<file path="src/source/mips_macros.svh">
`ifndef MIPS_MACROS_SVH
`define MIPS_MACROS_SVH

// Opcode field
`define OP_RTYPE 6'b000000
`define OP_J     6'b000010
`define OP_JAL   6'b000011
`define OP_BEQ   6'b000100
`define OP_BNE   6'b000101
`define OP_ORI   6'b001101
`define OP_LUI   6'b001111
`define OP_LW    6'b100011
`define OP_SW    6'b101011

// Function field of R-type
`define FN_SLL   6'b000000
`define FN_JR    6'b001000
`define FN_ADDU  6'b100001
`define FN_SUBU  6'b100011
`define FN_AND   6'b100100
`define FN_OR    6'b100101
`define FN_SLT   6'b101010

`define RESET_PC  32'h0000_3000
`define REG_COUNT 32

`endif

</file>
<file path="src/source/mipsPkg.sv">
`default_nettype none

package mipsPkg;

    typedef struct packed {
        logic [5:0] opcode;
        logic [4:0] rs;
        logic [4:0] rt;
        logic [4:0] rd;
        logic [4:0] shamt;
        logic [5:0] funct;
    } rFmt_t;

    typedef struct packed {
        logic [5:0]  opcode;
        logic [4:0]  rs;
        logic [4:0]  rt;
        logic [15:0] imm;
    } iFmt_t;

    // One word, two views; jump target sits in bits 25:0
    typedef union packed {
        rFmt_t rFmt;
        iFmt_t iFmt;
    } instrWord_t;

    typedef enum logic [3:0] {
        ALU_ADD, ALU_SUB, ALU_AND, ALU_OR, ALU_SLT, ALU_SLL, ALU_LUI
    } aluOp_t;

    typedef enum logic [1:0] {DST_RD, DST_RT, DST_RA} destSel_t;
    typedef enum logic [1:0] {WB_ALU, WB_MEM, WB_PC8} wbSel_t;
    typedef enum logic [2:0] {BR_NONE, BR_BEQ, BR_BNE, BR_J, BR_JAL, BR_JR} branchKind_t;
    typedef enum logic [1:0] {FWD_RF, FWD_EX, FWD_MEM, FWD_WB} fwdSel_t;

    typedef struct packed {
        aluOp_t      aluOp;
        logic        aluSrcImm;   // B from immediate
        logic        aluSrcShamt; // A from shamt
        logic        extSigned;
        logic        regWrite;
        destSel_t    destSel;
        wbSel_t      wbSel;
        logic        memRead;
        logic        memWrite;
        branchKind_t branchKind;
    } ctrl_t;

    typedef struct packed {
        logic        valid;
        logic [31:0] pc;
        instrWord_t  instr;
    } fdReg_t;

    typedef struct packed {
        logic        valid;
        logic [31:0] pc;
        instrWord_t  instr;
        ctrl_t       ctrl;
        logic [31:0] opA;
        logic [31:0] opB;
        logic [31:0] imm;
        logic [4:0]  dest;
    } deReg_t;

    typedef struct packed {
        logic        valid;
        logic [31:0] pc;
        instrWord_t  instr;
        ctrl_t       ctrl;
        logic [4:0]  dest;
        logic [31:0] aluRes;    // Already holds PC+8 for jal
        logic [31:0] storeData;
    } emReg_t;

    typedef struct packed {
        logic        valid;
        logic [31:0] pc;
        instrWord_t  instr;
        ctrl_t       ctrl;
        logic [4:0]  dest;
        logic [31:0] aluRes;
        logic [31:0] loadData;
    } mwReg_t;

    typedef struct packed {
        logic        cyc;
        logic        stb;
        logic        we;
        logic [31:0] adr;
        logic [31:0] datW;
        logic [3:0]  sel;
    } wbReq_t;

    typedef struct packed {
        logic        valid;
        logic [31:0] pc;
        logic [4:0]  regNum;
        logic [31:0] data;
    } retire_t;

endpackage

`default_nettype wire

</file>
<file path="src/source/ifu.sv">
`timescale 1ns/1ps
`default_nettype none
`include "mips_macros.svh"

module ifu (
    input  wire         clk,
    input  wire         rstN_i,
    input  wire         hold_i,
    input  wire [31:0]  nextPc_i,
    output logic [31:0] pc_o
);

    always_ff @(posedge clk or negedge rstN_i) begin
        if (!rstN_i) begin
            pc_o <= `RESET_PC;
        end else if (!hold_i) begin // Load-use, branch wait or bus freeze
            pc_o <= nextPc_i;
        end
    end

endmodule

`default_nettype wire

</file>
<file path="src/source/controlUnit.sv">
`timescale 1ns/1ps
`default_nettype none
`include "mips_macros.svh"

module controlUnit import mipsPkg::*; (
    input  wire instrWord_t instr_i,
    output ctrl_t           ctrl_o
);

    always_comb begin
        ctrl_o = '0; // Nop unless recognised
        case (instr_i.iFmt.opcode)
            `OP_RTYPE: begin
                ctrl_o.regWrite = 1'b1;
                ctrl_o.destSel  = DST_RD;
                case (instr_i.rFmt.funct)
                    `FN_ADDU: ctrl_o.aluOp = ALU_ADD;
                    `FN_SUBU: ctrl_o.aluOp = ALU_SUB;
                    `FN_AND:  ctrl_o.aluOp = ALU_AND;
                    `FN_OR:   ctrl_o.aluOp = ALU_OR;
                    `FN_SLT:  ctrl_o.aluOp = ALU_SLT;
                    `FN_SLL: begin
                        ctrl_o.aluOp       = ALU_SLL;
                        ctrl_o.aluSrcShamt = 1'b1;
                    end
                    `FN_JR: begin
                        ctrl_o.regWrite   = 1'b0;
                        ctrl_o.branchKind = BR_JR;
                    end
                    default: ctrl_o = '0;
                endcase
            end
            `OP_ORI: begin
                ctrl_o.aluOp     = ALU_OR;
                ctrl_o.aluSrcImm = 1'b1;  // Zero-extended
                ctrl_o.regWrite  = 1'b1;
                ctrl_o.destSel   = DST_RT;
            end
            `OP_LUI: begin
                ctrl_o.aluOp     = ALU_LUI;
                ctrl_o.aluSrcImm = 1'b1;
                ctrl_o.regWrite  = 1'b1;
                ctrl_o.destSel   = DST_RT;
            end
            `OP_LW: begin
                ctrl_o.aluSrcImm = 1'b1;
                ctrl_o.extSigned = 1'b1;
                ctrl_o.regWrite  = 1'b1;
                ctrl_o.destSel   = DST_RT;
                ctrl_o.wbSel     = WB_MEM;
                ctrl_o.memRead   = 1'b1;
            end
            `OP_SW: begin
                ctrl_o.aluSrcImm = 1'b1;
                ctrl_o.extSigned = 1'b1;
                ctrl_o.memWrite  = 1'b1;
            end
            `OP_BEQ: begin
                ctrl_o.extSigned  = 1'b1;
                ctrl_o.branchKind = BR_BEQ;
            end
            `OP_BNE: begin
                ctrl_o.extSigned  = 1'b1;
                ctrl_o.branchKind = BR_BNE;
            end
            `OP_J:   ctrl_o.branchKind = BR_J;
            `OP_JAL: begin
                ctrl_o.branchKind = BR_JAL;
                ctrl_o.regWrite   = 1'b1;
                ctrl_o.destSel    = DST_RA;
                ctrl_o.wbSel      = WB_PC8; // Link is PC+8, past the delay slot
            end
            default: ctrl_o = '0;
        endcase
    end

endmodule

`default_nettype wire

</file>
<file path="src/source/regFile.sv">
`timescale 1ns/1ps
`default_nettype none
`include "mips_macros.svh"

module regFile (
    input  wire         clk,
    input  wire         rstN_i,
    input  wire [4:0]   rdAddrA_i,
    input  wire [4:0]   rdAddrB_i,
    input  wire [4:0]   wrAddr_i,
    input  wire         wrEn_i,
    input  wire [31:0]  wrData_i,
    output logic [31:0] rdDataA_o,
    output logic [31:0] rdDataB_o
);

    logic [31:0] regs [`REG_COUNT];

    // $0 reads zero; a write in the same cycle passes straight through
    function automatic logic [31:0] readPort(input logic [4:0] addr);
        if (addr == 5'd0)
            return 32'd0;
        else if (wrEn_i && wrAddr_i == addr)
            return wrData_i;
        else
            return regs[addr];
    endfunction

    always_comb begin
        rdDataA_o = readPort(rdAddrA_i);
        rdDataB_o = readPort(rdAddrB_i);
    end

    always_ff @(posedge clk or negedge rstN_i) begin
        if (!rstN_i) begin
            for (int i = 0; i < `REG_COUNT; i++)
                regs[i] <= 32'd0;
        end else if (wrEn_i && wrAddr_i != 5'd0) begin
            regs[wrAddr_i] <= wrData_i;
        end
    end

endmodule

`default_nettype wire

</file>
<file path="src/source/hazardUnit.sv">
`timescale 1ns/1ps
`default_nettype none
`include "mips_macros.svh"

module hazardUnit import mipsPkg::*; (
    input  wire fdReg_t fd_i,
    input  wire deReg_t de_i,
    input  wire emReg_t em_i,
    input  wire mwReg_t mw_i,
    output logic        stall_o,
    output fwdSel_t     fwdDecA_o,
    output fwdSel_t     fwdDecB_o,
    output fwdSel_t     fwdExA_o,
    output fwdSel_t     fwdExB_o
);

    logic [5:0] opD;
    logic [4:0] rsD, rtD;
    logic       usesRs, usesRt, isBranch;
    logic       exHit, memLoadHit;

    function automatic logic writes(input logic valid, input ctrl_t ctrl,
                                    input logic [4:0] dest, input logic [4:0] src);
        return valid && ctrl.regWrite && dest == src && src != 5'd0;
    endfunction

    // Nearest stage first; loads are never taken from execute or memory
    function automatic fwdSel_t decSel(input logic [4:0] src);
        if (writes(de_i.valid, de_i.ctrl, de_i.dest, src) && !de_i.ctrl.memRead)
            return FWD_EX;
        else if (writes(em_i.valid, em_i.ctrl, em_i.dest, src) && !em_i.ctrl.memRead)
            return FWD_MEM;
        else if (writes(mw_i.valid, mw_i.ctrl, mw_i.dest, src))
            return FWD_WB;
        else
            return FWD_RF;
    endfunction

    function automatic fwdSel_t exSel(input logic [4:0] src);
        if (writes(em_i.valid, em_i.ctrl, em_i.dest, src) && !em_i.ctrl.memRead)
            return FWD_MEM;
        else if (writes(mw_i.valid, mw_i.ctrl, mw_i.dest, src))
            return FWD_WB;
        else
            return FWD_RF;
    endfunction

    assign opD = fd_i.instr.iFmt.opcode;
    assign rsD = fd_i.instr.iFmt.rs;
    assign rtD = fd_i.instr.iFmt.rt;

    // Conservative read sets, an extra stall is harmless
    assign usesRs   = !(opD == `OP_J || opD == `OP_JAL || opD == `OP_LUI);
    assign usesRt   = opD == `OP_RTYPE || opD == `OP_BEQ || opD == `OP_BNE || opD == `OP_SW;
    assign isBranch = opD == `OP_BEQ || opD == `OP_BNE
                      || (opD == `OP_RTYPE && fd_i.instr.rFmt.funct == `FN_JR);

    always_comb begin
        fwdDecA_o = decSel(rsD);
        fwdDecB_o = decSel(rtD);
        fwdExA_o  = exSel(de_i.instr.rFmt.rs);
        fwdExB_o  = exSel(de_i.instr.rFmt.rt);

        exHit = (usesRs && writes(de_i.valid, de_i.ctrl, de_i.dest, rsD))
                || (usesRt && writes(de_i.valid, de_i.ctrl, de_i.dest, rtD));
        memLoadHit = em_i.ctrl.memRead
                     && ((usesRs && writes(em_i.valid, em_i.ctrl, em_i.dest, rsD))
                         || (usesRt && writes(em_i.valid, em_i.ctrl, em_i.dest, rtD)));

        // Load-use, or compare operand not ready in decode
        stall_o = fd_i.valid && ((exHit && de_i.ctrl.memRead)
                                 || (isBranch && (exHit || memLoadHit)));
    end

endmodule

`default_nettype wire

</file>
<file path="src/source/alu.sv">
`timescale 1ns/1ps
`default_nettype none

module alu import mipsPkg::*; (
    input  wire aluOp_t op_i,
    input  wire [31:0]  a_i,
    input  wire [31:0]  b_i,
    output logic [31:0] result_o
);

    always_comb begin
        case (op_i)
            ALU_ADD: result_o = a_i + b_i;
            ALU_SUB: result_o = a_i - b_i;
            ALU_AND: result_o = a_i & b_i;
            ALU_OR:  result_o = a_i | b_i;
            ALU_SLT: result_o = {31'd0, $signed(a_i) < $signed(b_i)};
            ALU_SLL: result_o = b_i << a_i[4:0];   // A carries shamt
            ALU_LUI: result_o = {b_i[15:0], 16'd0};
            default: result_o = 32'd0;
        endcase
    end

endmodule

`default_nettype wire

</file>
<file path="src/source/dataMemPort.sv">
`timescale 1ns/1ps
`default_nettype none

module dataMemPort import mipsPkg::*; (
    input  wire         clk,
    input  wire         rstN_i,
    input  wire emReg_t em_i,
    output wbReq_t      wbReq_o,
    input  wire [31:0]  wbDatR_i,
    input  wire         wbAck_i,
    output logic [31:0] loadData_o,
    output logic        freeze_o
);

    typedef enum logic {IDLE, WAIT} busState_t;

    busState_t   state;
    logic        access;
    logic        weQ;
    logic [31:0] adrQ;
    logic [31:0] datQ;

    assign access = em_i.valid && (em_i.ctrl.memRead || em_i.ctrl.memWrite);

    always_ff @(posedge clk or negedge rstN_i) begin
        if (!rstN_i) begin
            state <= IDLE;
        end else begin
            case (state)
                IDLE:    if (access) state <= WAIT;
                WAIT:    if (wbAck_i) state <= IDLE; // cyc drops next cycle
                default: state <= IDLE;
            endcase
        end
    end

    // Request fields latched once; em_i cannot move while frozen
    always_ff @(posedge clk) begin
        if (state == IDLE && access) begin
            weQ  <= em_i.ctrl.memWrite;
            adrQ <= {em_i.aluRes[31:2], 2'b00};
            datQ <= em_i.storeData;
        end
    end

    assign wbReq_o = '{cyc: state == WAIT, stb: state == WAIT, we: weQ,
                       adr: adrQ, datW: datQ, sel: 4'hf};

    // Pipeline advances on the ack edge and mw takes the read data then
    assign freeze_o   = access && !(state == WAIT && wbAck_i);
    assign loadData_o = wbDatR_i;

endmodule

`default_nettype wire

</file>
<file path="src/source/mips.sv">
`timescale 1ns/1ps
`default_nettype none

module mips import mipsPkg::*; (
    input  wire             clk,
    input  wire             rstN_i,
    output logic [31:0]     imemAddr_o,
    input  wire instrWord_t imemData_i,
    output wbReq_t          wbReq_o,
    input  wire [31:0]      wbDatR_i,
    input  wire             wbAck_i,
    output retire_t         retire_o
);

    fdReg_t      fd;
    deReg_t      de;
    emReg_t      em;
    mwReg_t      mw;
    logic        stall, freeze, hold, rfWrEn;
    logic [31:0] nextPc, pcPlus4D, branchOff, immD;
    logic [31:0] rfA, rfB, decA, decB;
    logic [4:0]  destD;
    logic [31:0] exA, exB, aluA, aluB, aluOut, exResult;
    logic [31:0] loadData, wbValue;
    ctrl_t       ctrlD, ctrlE;
    fwdSel_t     fwdDecA, fwdDecB, fwdExA, fwdExB;

    function automatic logic [31:0] fwdMux(input fwdSel_t sel, input logic [31:0] regV,
                                           input logic [31:0] exV, input logic [31:0] memV,
                                           input logic [31:0] wbV);
        case (sel)
            FWD_EX:  return exV;
            FWD_MEM: return memV;
            FWD_WB:  return wbV;
            default: return regV;
        endcase
    endfunction

    hazardUnit hazards (.fd_i(fd), .de_i(de), .em_i(em), .mw_i(mw), .stall_o(stall),
                        .fwdDecA_o(fwdDecA), .fwdDecB_o(fwdDecB),
                        .fwdExA_o(fwdExA), .fwdExB_o(fwdExB));

    assign hold = stall || freeze;

    ////////////////////////////////////////////////////////////
    // Fetch
    ifu fetch (.clk, .rstN_i, .hold_i(hold), .nextPc_i(nextPc), .pc_o(imemAddr_o));

    always_ff @(posedge clk or negedge rstN_i) begin
        if (!rstN_i)
            fd <= '0;
        else if (!hold)
            fd <= '{valid: 1'b1, pc: imemAddr_o, instr: imemData_i};
    end

    ////////////////////////////////////////////////////////////
    // Decode, with branches resolved here
    controlUnit decodeCtrl (.instr_i(fd.instr), .ctrl_o(ctrlD));

    regFile regs (.clk, .rstN_i, .rdAddrA_i(fd.instr.rFmt.rs), .rdAddrB_i(fd.instr.rFmt.rt),
                  .wrAddr_i(mw.dest), .wrEn_i(rfWrEn), .wrData_i(wbValue),
                  .rdDataA_o(rfA), .rdDataB_o(rfB));

    assign decA      = fwdMux(fwdDecA, rfA, exResult, em.aluRes, wbValue);
    assign decB      = fwdMux(fwdDecB, rfB, exResult, em.aluRes, wbValue);
    assign pcPlus4D  = fd.pc + 32'd4;
    assign branchOff = {{14{fd.instr.iFmt.imm[15]}}, fd.instr.iFmt.imm, 2'b00};
    assign immD      = ctrlD.extSigned ? {{16{fd.instr.iFmt.imm[15]}}, fd.instr.iFmt.imm}
                                       : {16'd0, fd.instr.iFmt.imm};

    always_comb begin
        case (ctrlD.destSel)
            DST_RT:  destD = fd.instr.rFmt.rt;
            DST_RA:  destD = 5'd31;
            default: destD = fd.instr.rFmt.rd;
        endcase
    end

    // Fetch already holds the delay slot, so targets replace PC+4 of the slot
    always_comb begin
        nextPc = imemAddr_o + 32'd4;
        if (fd.valid) begin
            case (ctrlD.branchKind)
                BR_BEQ:      if (decA == decB) nextPc = pcPlus4D + branchOff;
                BR_BNE:      if (decA != decB) nextPc = pcPlus4D + branchOff;
                BR_J, BR_JAL: nextPc = {pcPlus4D[31:28], fd.instr[25:0], 2'b00};
                BR_JR:       nextPc = decA;
                default:     ;
            endcase
        end
    end

    always_ff @(posedge clk or negedge rstN_i) begin
        if (!rstN_i) begin
            de <= '0;
        end else if (!freeze) begin
            if (stall || !fd.valid)
                de <= '0; // Bubble
            else
                de <= '{valid: 1'b1, pc: fd.pc, instr: fd.instr, ctrl: ctrlD,
                        opA: decA, opB: decB, imm: immD, dest: destD};
        end
    end

    ////////////////////////////////////////////////////////////
    // Execute
    controlUnit execCtrl (.instr_i(de.instr), .ctrl_o(ctrlE));

    assign exA  = fwdMux(fwdExA, de.opA, 32'd0, em.aluRes, wbValue);
    assign exB  = fwdMux(fwdExB, de.opB, 32'd0, em.aluRes, wbValue);
    assign aluA = ctrlE.aluSrcShamt ? {27'd0, de.instr.rFmt.shamt} : exA;
    assign aluB = ctrlE.aluSrcImm ? de.imm : exB;

    alu execAlu (.op_i(ctrlE.aluOp), .a_i(aluA), .b_i(aluB), .result_o(aluOut));

    assign exResult = (ctrlE.wbSel == WB_PC8) ? de.pc + 32'd8 : aluOut; // jal link

    always_ff @(posedge clk or negedge rstN_i) begin
        if (!rstN_i)
            em <= '0;
        else if (!freeze)
            em <= '{valid: de.valid, pc: de.pc, instr: de.instr, ctrl: ctrlE,
                    dest: de.dest, aluRes: exResult, storeData: exB};
    end

    ////////////////////////////////////////////////////////////
    // Memory
    dataMemPort dataPort (.clk, .rstN_i, .em_i(em), .wbReq_o, .wbDatR_i, .wbAck_i,
                          .loadData_o(loadData), .freeze_o(freeze));

    always_ff @(posedge clk or negedge rstN_i) begin
        if (!rstN_i)
            mw <= '0;
        else if (!freeze)
            mw <= '{valid: em.valid, pc: em.pc, instr: em.instr, ctrl: em.ctrl,
                    dest: em.dest, aluRes: em.aluRes, loadData: loadData};
    end

    ////////////////////////////////////////////////////////////
    // Writeback and retire trace
    assign wbValue = (mw.ctrl.wbSel == WB_MEM) ? mw.loadData : mw.aluRes;
    assign rfWrEn  = mw.valid && mw.ctrl.regWrite && !freeze; // Commits once, after freeze

    always_ff @(posedge clk or negedge rstN_i) begin
        if (!rstN_i)
            retire_o <= '0;
        else
            retire_o <= '{valid: rfWrEn && mw.dest != 5'd0, pc: mw.pc,
                          regNum: mw.dest, data: wbValue};
    end

endmodule

`default_nettype wire

</file>
<file path="config.mk">
export PLATFORM = sky130hd
export DESIGN_NAME = mips
export DESIGN_NICKNAME = d
export VERILOG_FILES = /design/src/source/mipsPkg.sv /design/src/source/ifu.sv /design/src/source/controlUnit.sv /design/src/source/regFile.sv /design/src/source/hazardUnit.sv /design/src/source/alu.sv /design/src/source/dataMemPort.sv /design/src/source/mips.sv
export VERILOG_INCLUDE_DIRS = /design/src /design/src/source
export SDC_FILE = /design/constraint.sdc
export NUM_CORES = 2
export LEC_CHECK = 0
export BUFFER_PORTS_ARGS = -buffer_cell sky130_fd_sc_hd__buf_2
export CAP_MARGIN = 20
export CORE_UTILIZATION = 48
export CTS_BUF_LIST = sky130_fd_sc_hd__clkbuf_2
export CTS_CLUSTER_DIAMETER = 60
export DETAILED_ROUTE_END_ITERATION = 7
export HOLD_SLACK_MARGIN = 0.05
export REMOVE_ABC_BUFFERS = 1
export SLEW_MARGIN = 30
export SYNTH_ARGS = -nofsm -noshare
export SYNTH_HDL_FRONTEND = slang
export SYNTH_SLANG_ARGS = --single-unit
</file>
<file path="constraint.sdc">
create_clock -name clk -period 16.25 [get_ports clk]
set_input_delay 3.25 -clock clk [delete_from_list [all_inputs] [get_ports clk]]
set_output_delay 3.25 -clock clk [all_outputs]
set_load 0.1 [all_outputs]
</file>
# --- Word-level counts from Yosys, hierarchy flattened ---
# Index checks and enable logic that the tools add are counted.
word_totals:
  regBits: 1635
  elab_cells: 302
  output_inout_bits: 173
classes:
  shift: 1
  n_reduce_logical: 87
  eq_ne: 63
  mux: 65
  addsub: 6
  order_cmp: 5
  bitwise_logic: 6
ops:
  columns: ["cell", "count"]
  rows:
  - ["bitwise mux 1024 bit", 1]
  - ["two-way mux 32 bit", 17]
  - ["one-hot mux 32 bit (3 select lines)", 4]
  - ["binary-select mux 32 bit (select 5 bit)", 2]
  - ["one-hot mux 32 bit (7 select lines)", 1]
  - ["two-way mux 183 bit", 1]
  - ["demux 32 bit (select 5 bit)", 1]
  - ["one-hot mux 32 bit (4 select lines)", 1]
  - ["== test 6 bit (second input constant)", 14]
  - ["adder 32 x 3 -> 32 bit (second input constant)", 2]
  - ["adder 32 bit", 2]
  - ["== test 5 bit", 10]
  - ["logical AND 1 bit", 47]
  - ["one-hot mux 3 bit (5 select lines)", 3]
  - ["one-hot mux 3 bit (3 select lines)", 4]
  - ["adder 32 x 4 -> 32 bit (second input constant)", 1]
  - ["bitwise AND 32 bit", 1]
  - ["== test 32 bit", 1]
  - ["< comparator 32 bit", 1]
  - ["!= test 32 bit", 1]
  - ["bitwise OR 32 bit", 1]
  - ["<< shifter 32 x 5 -> 32 bit", 1]
  - ["subtractor 32 bit", 1]
  - ["== test 6 x 4 -> 1 bit (second input constant)", 5]
  - ["other kinds (27)", 110]

# --- Logic depth before layout (Yosys ltp) ---
depth:
  ltp_word: 16
  mapped_depth: 35
  depth_no_buf: 29

# --- Modules after synthesis ---
# From an unflattened synthesis, not the netlist that was laid out.
unflattened:
  cells_unflattened: 7981
  hier_area_um2: 97335.9
modules_own_cells:
  columns: ["module", "cells_per_inst", "area_each_um2", "instances"]
  rows:
  - ["regFile", 3916, 55537.0, 1]
  - ["mips", 2717, 30222.7, 1]
  - ["alu", 909, 6254.7, 1]
  - ["dataMemPort", 111, 2259.7, 1]
  - ["ifu", 68, 1347.5, 1]
  - ["hazardUnit", 128, 898.4, 1]
  - ["controlUnit", 66, 407.9, 2]

# --- Worst setup path before layout ---
# OpenSTA, ideal clock, no wires.
synth_timing:
  path_kind: "flip-flop to flip-flop"
  from: "register em[67] in the netlist's numbering"
  to: "register fetch.pc_o[29]"
  stages_incl_launch_ff: 35
  arrival_time_ns: 7.005
  required_time_ns: 16.124
  setup_slack_ns: 9.119
  cell_sequence: "dfrtp_1 -> buf_2 -> xor2_1 -> or4_1 -> nor4_1 -> o311a_1 -> nor2_2 -> inv_2 -> clkbuf_1 -> buf_1 -> ha_1 -> clkbuf_1 -> inv_1 -> ha_1 -> nor2_1 -> o21ai_0 -> o211a_1 -> o211a_1 -> o211ai_1 -> a21oi_1 -> o21a_1 -> o21a_1 -> o31a_1 -> o32a_1 -> mux2i_1 -> a221o_1 -> nor4_1 -> o2111a_1 -> and4_1 -> buf_4 -> nor2_2 -> buf_6 -> a21oi_4 -> o22ai_1 -> a221o_1"
synth_between:
  elab_chain_len: 16
  word_cells_on_any_way: 63
synth_rtl:
  columns: ["item", "line", "rtl"]
  rows:
  - ["from (decl)", "mips.sv:17", "emReg_t em;"]
  - ["from (signal assigned)", "mips.sv:122", "em <= '{valid: de.valid, pc: de.pc, instr: de.instr, ctrl: ctrlE,"]
  - ["== test 5 bit", "hazardUnit.sv:24", "return valid && ctrl.regWrite && dest == src && src != 5'd0;"]
  - ["logical AND 1 bit (2 in series)", "hazardUnit.sv:24", null]
  - ["logical AND 1 bit", "hazardUnit.sv:40", "if (writes(em_i.valid, em_i.ctrl, em_i.dest, src) && !em_i.ctrl.memRead)"]
  - ["two-way mux 2 bit", "hazardUnit.sv:40", null]
  - ["== test 2 bit / == test 2 x 1 -> 1 bit (equally long branches)", "mips.sv:31", "case (sel)"]
  - ["one-hot mux 32 bit (3 select lines)", "mips.sv:31", null]
  - ["two-way mux 32 bit, on equally long branches", "mips.sv:111, mips.sv:112", null]
  - ["subtractor 32 bit, or another cell as far along", "alu.sv:14", "ALU_SUB: result_o = a_i - b_i;"]
  - ["one-hot mux 32 bit (7 select lines)", "alu.sv:12", "case (op_i)"]
  - ["two-way mux 32 bit", "mips.sv:116", "assign exResult = (ctrlE.wbSel == WB_PC8) ? de.pc + 32'd8 : aluOut;"]
  - ["one-hot mux 32 bit (3 select lines)", "mips.sv:31", null]
  - ["!= test 32 bit / == test 32 bit (equally long branches)", "mips.sv:85, mips.sv:84", null]
  - ["two-way mux 32 bit, on equally long branches", "mips.sv:85, mips.sv:84", null]
  - ["one-hot mux 32 bit (4 select lines)", "mips.sv:83", "case (ctrlD.branchKind)"]
  - ["two-way mux 32 bit", "mips.sv:82", "if (fd.valid) begin"]
  - ["to (signal assigned)", "ifu.sv:15", "pc_o <= `RESET_PC;"]
  - ["to (signal assigned)", "ifu.sv:17", "pc_o <= nextPc_i;"]
  - ["to (decl)", "ifu.sv:10", "output logic [31:0] pc_o"]
# Parallel ways exist; a longest one is shown, timed or not.
# A chain may end at the register's enable or synchronous reset.

# --- Worst setup path after layout ---
layout_timing:
  from: "register mw[75] in the netlist's numbering"
  to: "register fetch.pc_o[11]"
layout_between:
  elab_chain_len: 12
  word_cells_on_any_way: 26
layout_rtl:
  columns: ["item", "line", "rtl"]
  rows:
  - ["from (decl)", "mips.sv:18", "mwReg_t mw;"]
  - ["from (signal assigned)", "mips.sv:135", "mw <= '{valid: em.valid, pc: em.pc, instr: em.instr, ctrl: em.ctrl,"]
  - ["== test 2 x 1 -> 1 bit *", "mips.sv:141", "assign wbValue = (mw.ctrl.wbSel == WB_MEM) ? mw.loadData : mw.aluRes;"]
  - ["two-way mux 32 bit *", "mips.sv:141", null]
  - ["named net regs.wrData_i[0]", "regFile.sv:12", "input wire [31:0] wrData_i,"]
  - ["one-hot mux 32 bit (3 select lines)", "mips.sv:31", null]
  - ["two-way mux 32 bit, on equally long branches", "mips.sv:111, mips.sv:112", null]
  - ["subtractor 32 bit, or another cell as far along", "alu.sv:14", null]
  - ["one-hot mux 32 bit (7 select lines)", "alu.sv:12", null]
  - ["two-way mux 32 bit", "mips.sv:116", null]
  - ["one-hot mux 32 bit (3 select lines)", "mips.sv:31", null]
  - ["!= test 32 bit / == test 32 bit (equally long branches)", "mips.sv:85, mips.sv:84", null]
  - ["two-way mux 32 bit, on equally long branches", "mips.sv:85, mips.sv:84", null]
  - ["one-hot mux 32 bit (4 select lines) *", "mips.sv:83", null]
  - ["two-way mux 32 bit *", "mips.sv:82", null]
# The timed path passes the listed nets; every way through them passes the cells marked *.

==> run metrics <==
Met3 Wirelength=37900 microns; CP most frequent cell=buf_4; I/O pin cnt=240; CTS H-tree lvls=5; CTS tree=yes; CTS clk-pin slew, worst paths=~120 ps; mux share of post-synthesis cell area=17.3%; initial drt markers=9448; placed cell areas=about 94000 sq um; final hold slack=322 ps; Slowest-stage cell, CP=buf_4; Util after Layout=~52%; Post-Syn Area=90600 sq um; Initial Util=roughly half; CTS buffer count=between 400 and 500; Synth-to-Final Area Change=8.73%; count leader, synth=nand2_1; routed wire length=~380000 microns; clk root buf=clkbuf_2; clk_lat worst skew=2140 ps; Max clock buf depth=4; largest family of logic cells by synthesized area=multiplexers; row cnt=around 160; chip height=436 microns; HPWL after DPL=around 250000 microns; YS warnings=0; fin crit share=66.8%; Hold Buf Count CTS=0; area leader, netlist=dfrtp_1; area of the multi-input gates=around 47000 sq um; highest metal used=met5; PD cells=around 130 nW/um^2; CP Class=register to register; DR vias/cell=roughly 6.5; Mean Syn Cell Area=~9.8 sq um; clock skew=292 ps; DRT met1 WL=approximately 140000 microns; Post-CTS Setup Repair Bufs=0; final cell count without fillers=~12000; first-pass GRT wire length=between 500000 and 600000 microns; crit-path max FO=33; Core Region=around 190000 sq um; Storage cell area=slightly above 40000 sq um; Final ANT Viol Nets=0; Synth top area share=a little over two fifths; Worst Path Arrival=~13000 ps; CP startpoint kind=register; fill count=about 17000; critical path's largest stage delay=approximately 760 ps; post_cts resized=0; Seq/Total Area, Yosys=between 40 and 50%; share of flip-flops with an asynchronous set or reset=between 90% and 100%; Overall Power=13300 uW; Worst-Margin Slew=about 1400 ps; HP Start=mw[139]$_DFFE_PN0N_; Total GRT Usage=about two fifths; max_cap viols=0; Die X=about 440 microns; final count of hold timing violations=0; gpl congestion=approximately 1.1; CP Launch Point=mw[75]$_DFFE_PN0N_; Hold Crit Class=register to register; max-slew violation count=0; number of library cell types mapped by synthesis=about 110; Syn Inst Count=9225; Die Area=~190000 sq um; XOR/XNOR Fraction of Synth Area=under 10%; vias in the first global route=between 70000 and 80000; final setup vio count=0; DR WL met2=168000 microns; Post-Synth Simple-Gate Area=between 10% and 20%; Design Area, Final=around 100000 sq um; failing checks=DRC; Max Clock Freq=approximately 92 MHz; DR DRC count=10; Remaining Overflow, GRT=0; NumNets Final=roughly 9500; EDFF count, synth=63; CP required=approximately 18000 ps; layout cell share with drive strength beyond 1=19.9%; synthesis-stage register bit count=approximately 1600; WL per Instance=approximately 31 microns; CP endpoint kind=register; Post-Place Cells=~11000; dominant synthesized flop cell=dfrtp_1; outcome=complete, but fails checks; initial antenna violation count=31; largest net degree at the start of global routing=approximately 180; Worst slew margin=~3.5%; Final min period=approximately 11000 ps; Compound-Gate Fraction of Synth Area=15.9%; Leak=0.0436 uW; Synth Area in Adders=under 10%; first-pass iteration count of the detailed router=8; RSZ-0062 raised after global routing=false; via count=between 70000 and 80000; Worst R2R Start=mw[75]$_DFFE_PN0N_; number of I/O port buffers=approximately 230; CTS sink count=about 1600; Synth area leaders=dfrtp_1 43%, mux4_2 14%, nand2_1 8.3%; top cells by count, synth=2003 x nand2_1, 1538 x dfrtp_1, 1181 x o21ai_0; maximum VDD drop=approximately 0.00017 V
==> flip-flops by register name, indices dropped and copies added (netlist names) <==
register        count
regs.regs        1024
de                137
em                106
mw                105
retire_o           70
fd                 49
dataPort.datQ      32
fetch.pc_o         32
dataPort.adrQ      30
branchOff          16
dataPort.state      1
dataPort.weQ        1
==> per-layer routing <==
layer  vias to the layer above  global-route usage [%]
li1                      33500                       -
met1                     39300                    50.2
met2                      4636                    59.4
met3                      1244                    11.4
met4                        24                    28.0
met5                         -                       0
==> critical path, delay by kind of cell, from the launching register on <==
family	cells	cell delay [ps]
flip-flops	1	430
multiplexers	1	280
AND/OR/NAND/NOR	9	2660
XOR/XNOR	1	170
AO/OA/AOI/OAI	13	3820
adder cells (fa/ha/maj)	2	690
buffers and inverters	7	2460
==> where the power goes <==
| group | internal (uW) | switching [uW] | total [uW] |
|---|---|---|---|
| sequential | 4690 | 813 | 5510 |
| combinational | 1470 | 3420 | 4900 |
| clock | 1090 | 1800 | 2890 |
==> cell type report <==
class,instances,area share (%)
Inverter,182,0.695
Clock buffer,625,3.18
Multi-Input combinational cell,6629,47.7
Sequential cell,1603,41.1
Timing Repair Buffer,469,3.51
Antenna cell,26,0.0661
Tap cell,2495,3.17
Clock inverter,122,0.601
==> cells in the final DEF (no fill, tap or decap), types with 63 or more instances in the layout <==
master    count
a21oi_1     444
inv_1       175
nor3_1       76
a22o_1      105
xnor2_1     111
mux4_2      572
nand3_1     161
mux2i_1     193
clkinv_1    101
xor2_1       67
nor2_1      517
nand2_1    1976
clkbuf_2    625
dfrtp_1    1528
buf_4       185
ha_1        136
a22oi_1      68
buf_2       232
o21ai_0    1178
edfxtp_1     63
==> logic make-up (layout without fill, tap and decap cells) <==
| kind of cell | Yosys count | count (layout) |
|---|---|---|
| AND/OR/NAND/NOR | 3075 | 3075 |
| AO/OA/AOI/OAI | 2387 | 2387 |
| buffers and inverters | 997 | 1398 |
| multiplexers | 843 | 843 |
| adder cells (fa/ha/maj) | 138 | 138 |
| flip-flops | 1603 | 1603 |
| other | 2 | 32 |
| XOR/XNOR | 180 | 180 |
==> through the flow <==
stage | setup slack (ps) | TNS (ps)
floorplan | -11930 | -2913080
global placement | 5760 | 0
detailed placement | 5950 | 0
CTS | 5810 | 0
global route | 5240 | 0
finish | 5400 | 0
==> worst paths after layout <==
| kind | slack, ps | depth (start not counted) | endpoint |
|---|---|---|---|
| hold reg to reg | 320 | 0 | retire_o[58]$_DFF_PN0_ |
| min in group asynchronous | 1110 | 1 | em[11]$_DFFE_PN0N_ |
| setup / recovery | 5400 | 33 | fetch.pc_o[11]$_DFFE_PN0N_ |
| setup reg to reg | 5400 | 33 | fetch.pc_o[11]$_DFFE_PN0N_ |
| hold / removal | 320 | 0 | retire_o[58]$_DFF_PN0_ |
| max in group asynchronous | 11610 | 5 | regs.regs[430]$_DFFE_PN0P_ |
No activity file was read; power rests on OpenSTA's default activity.
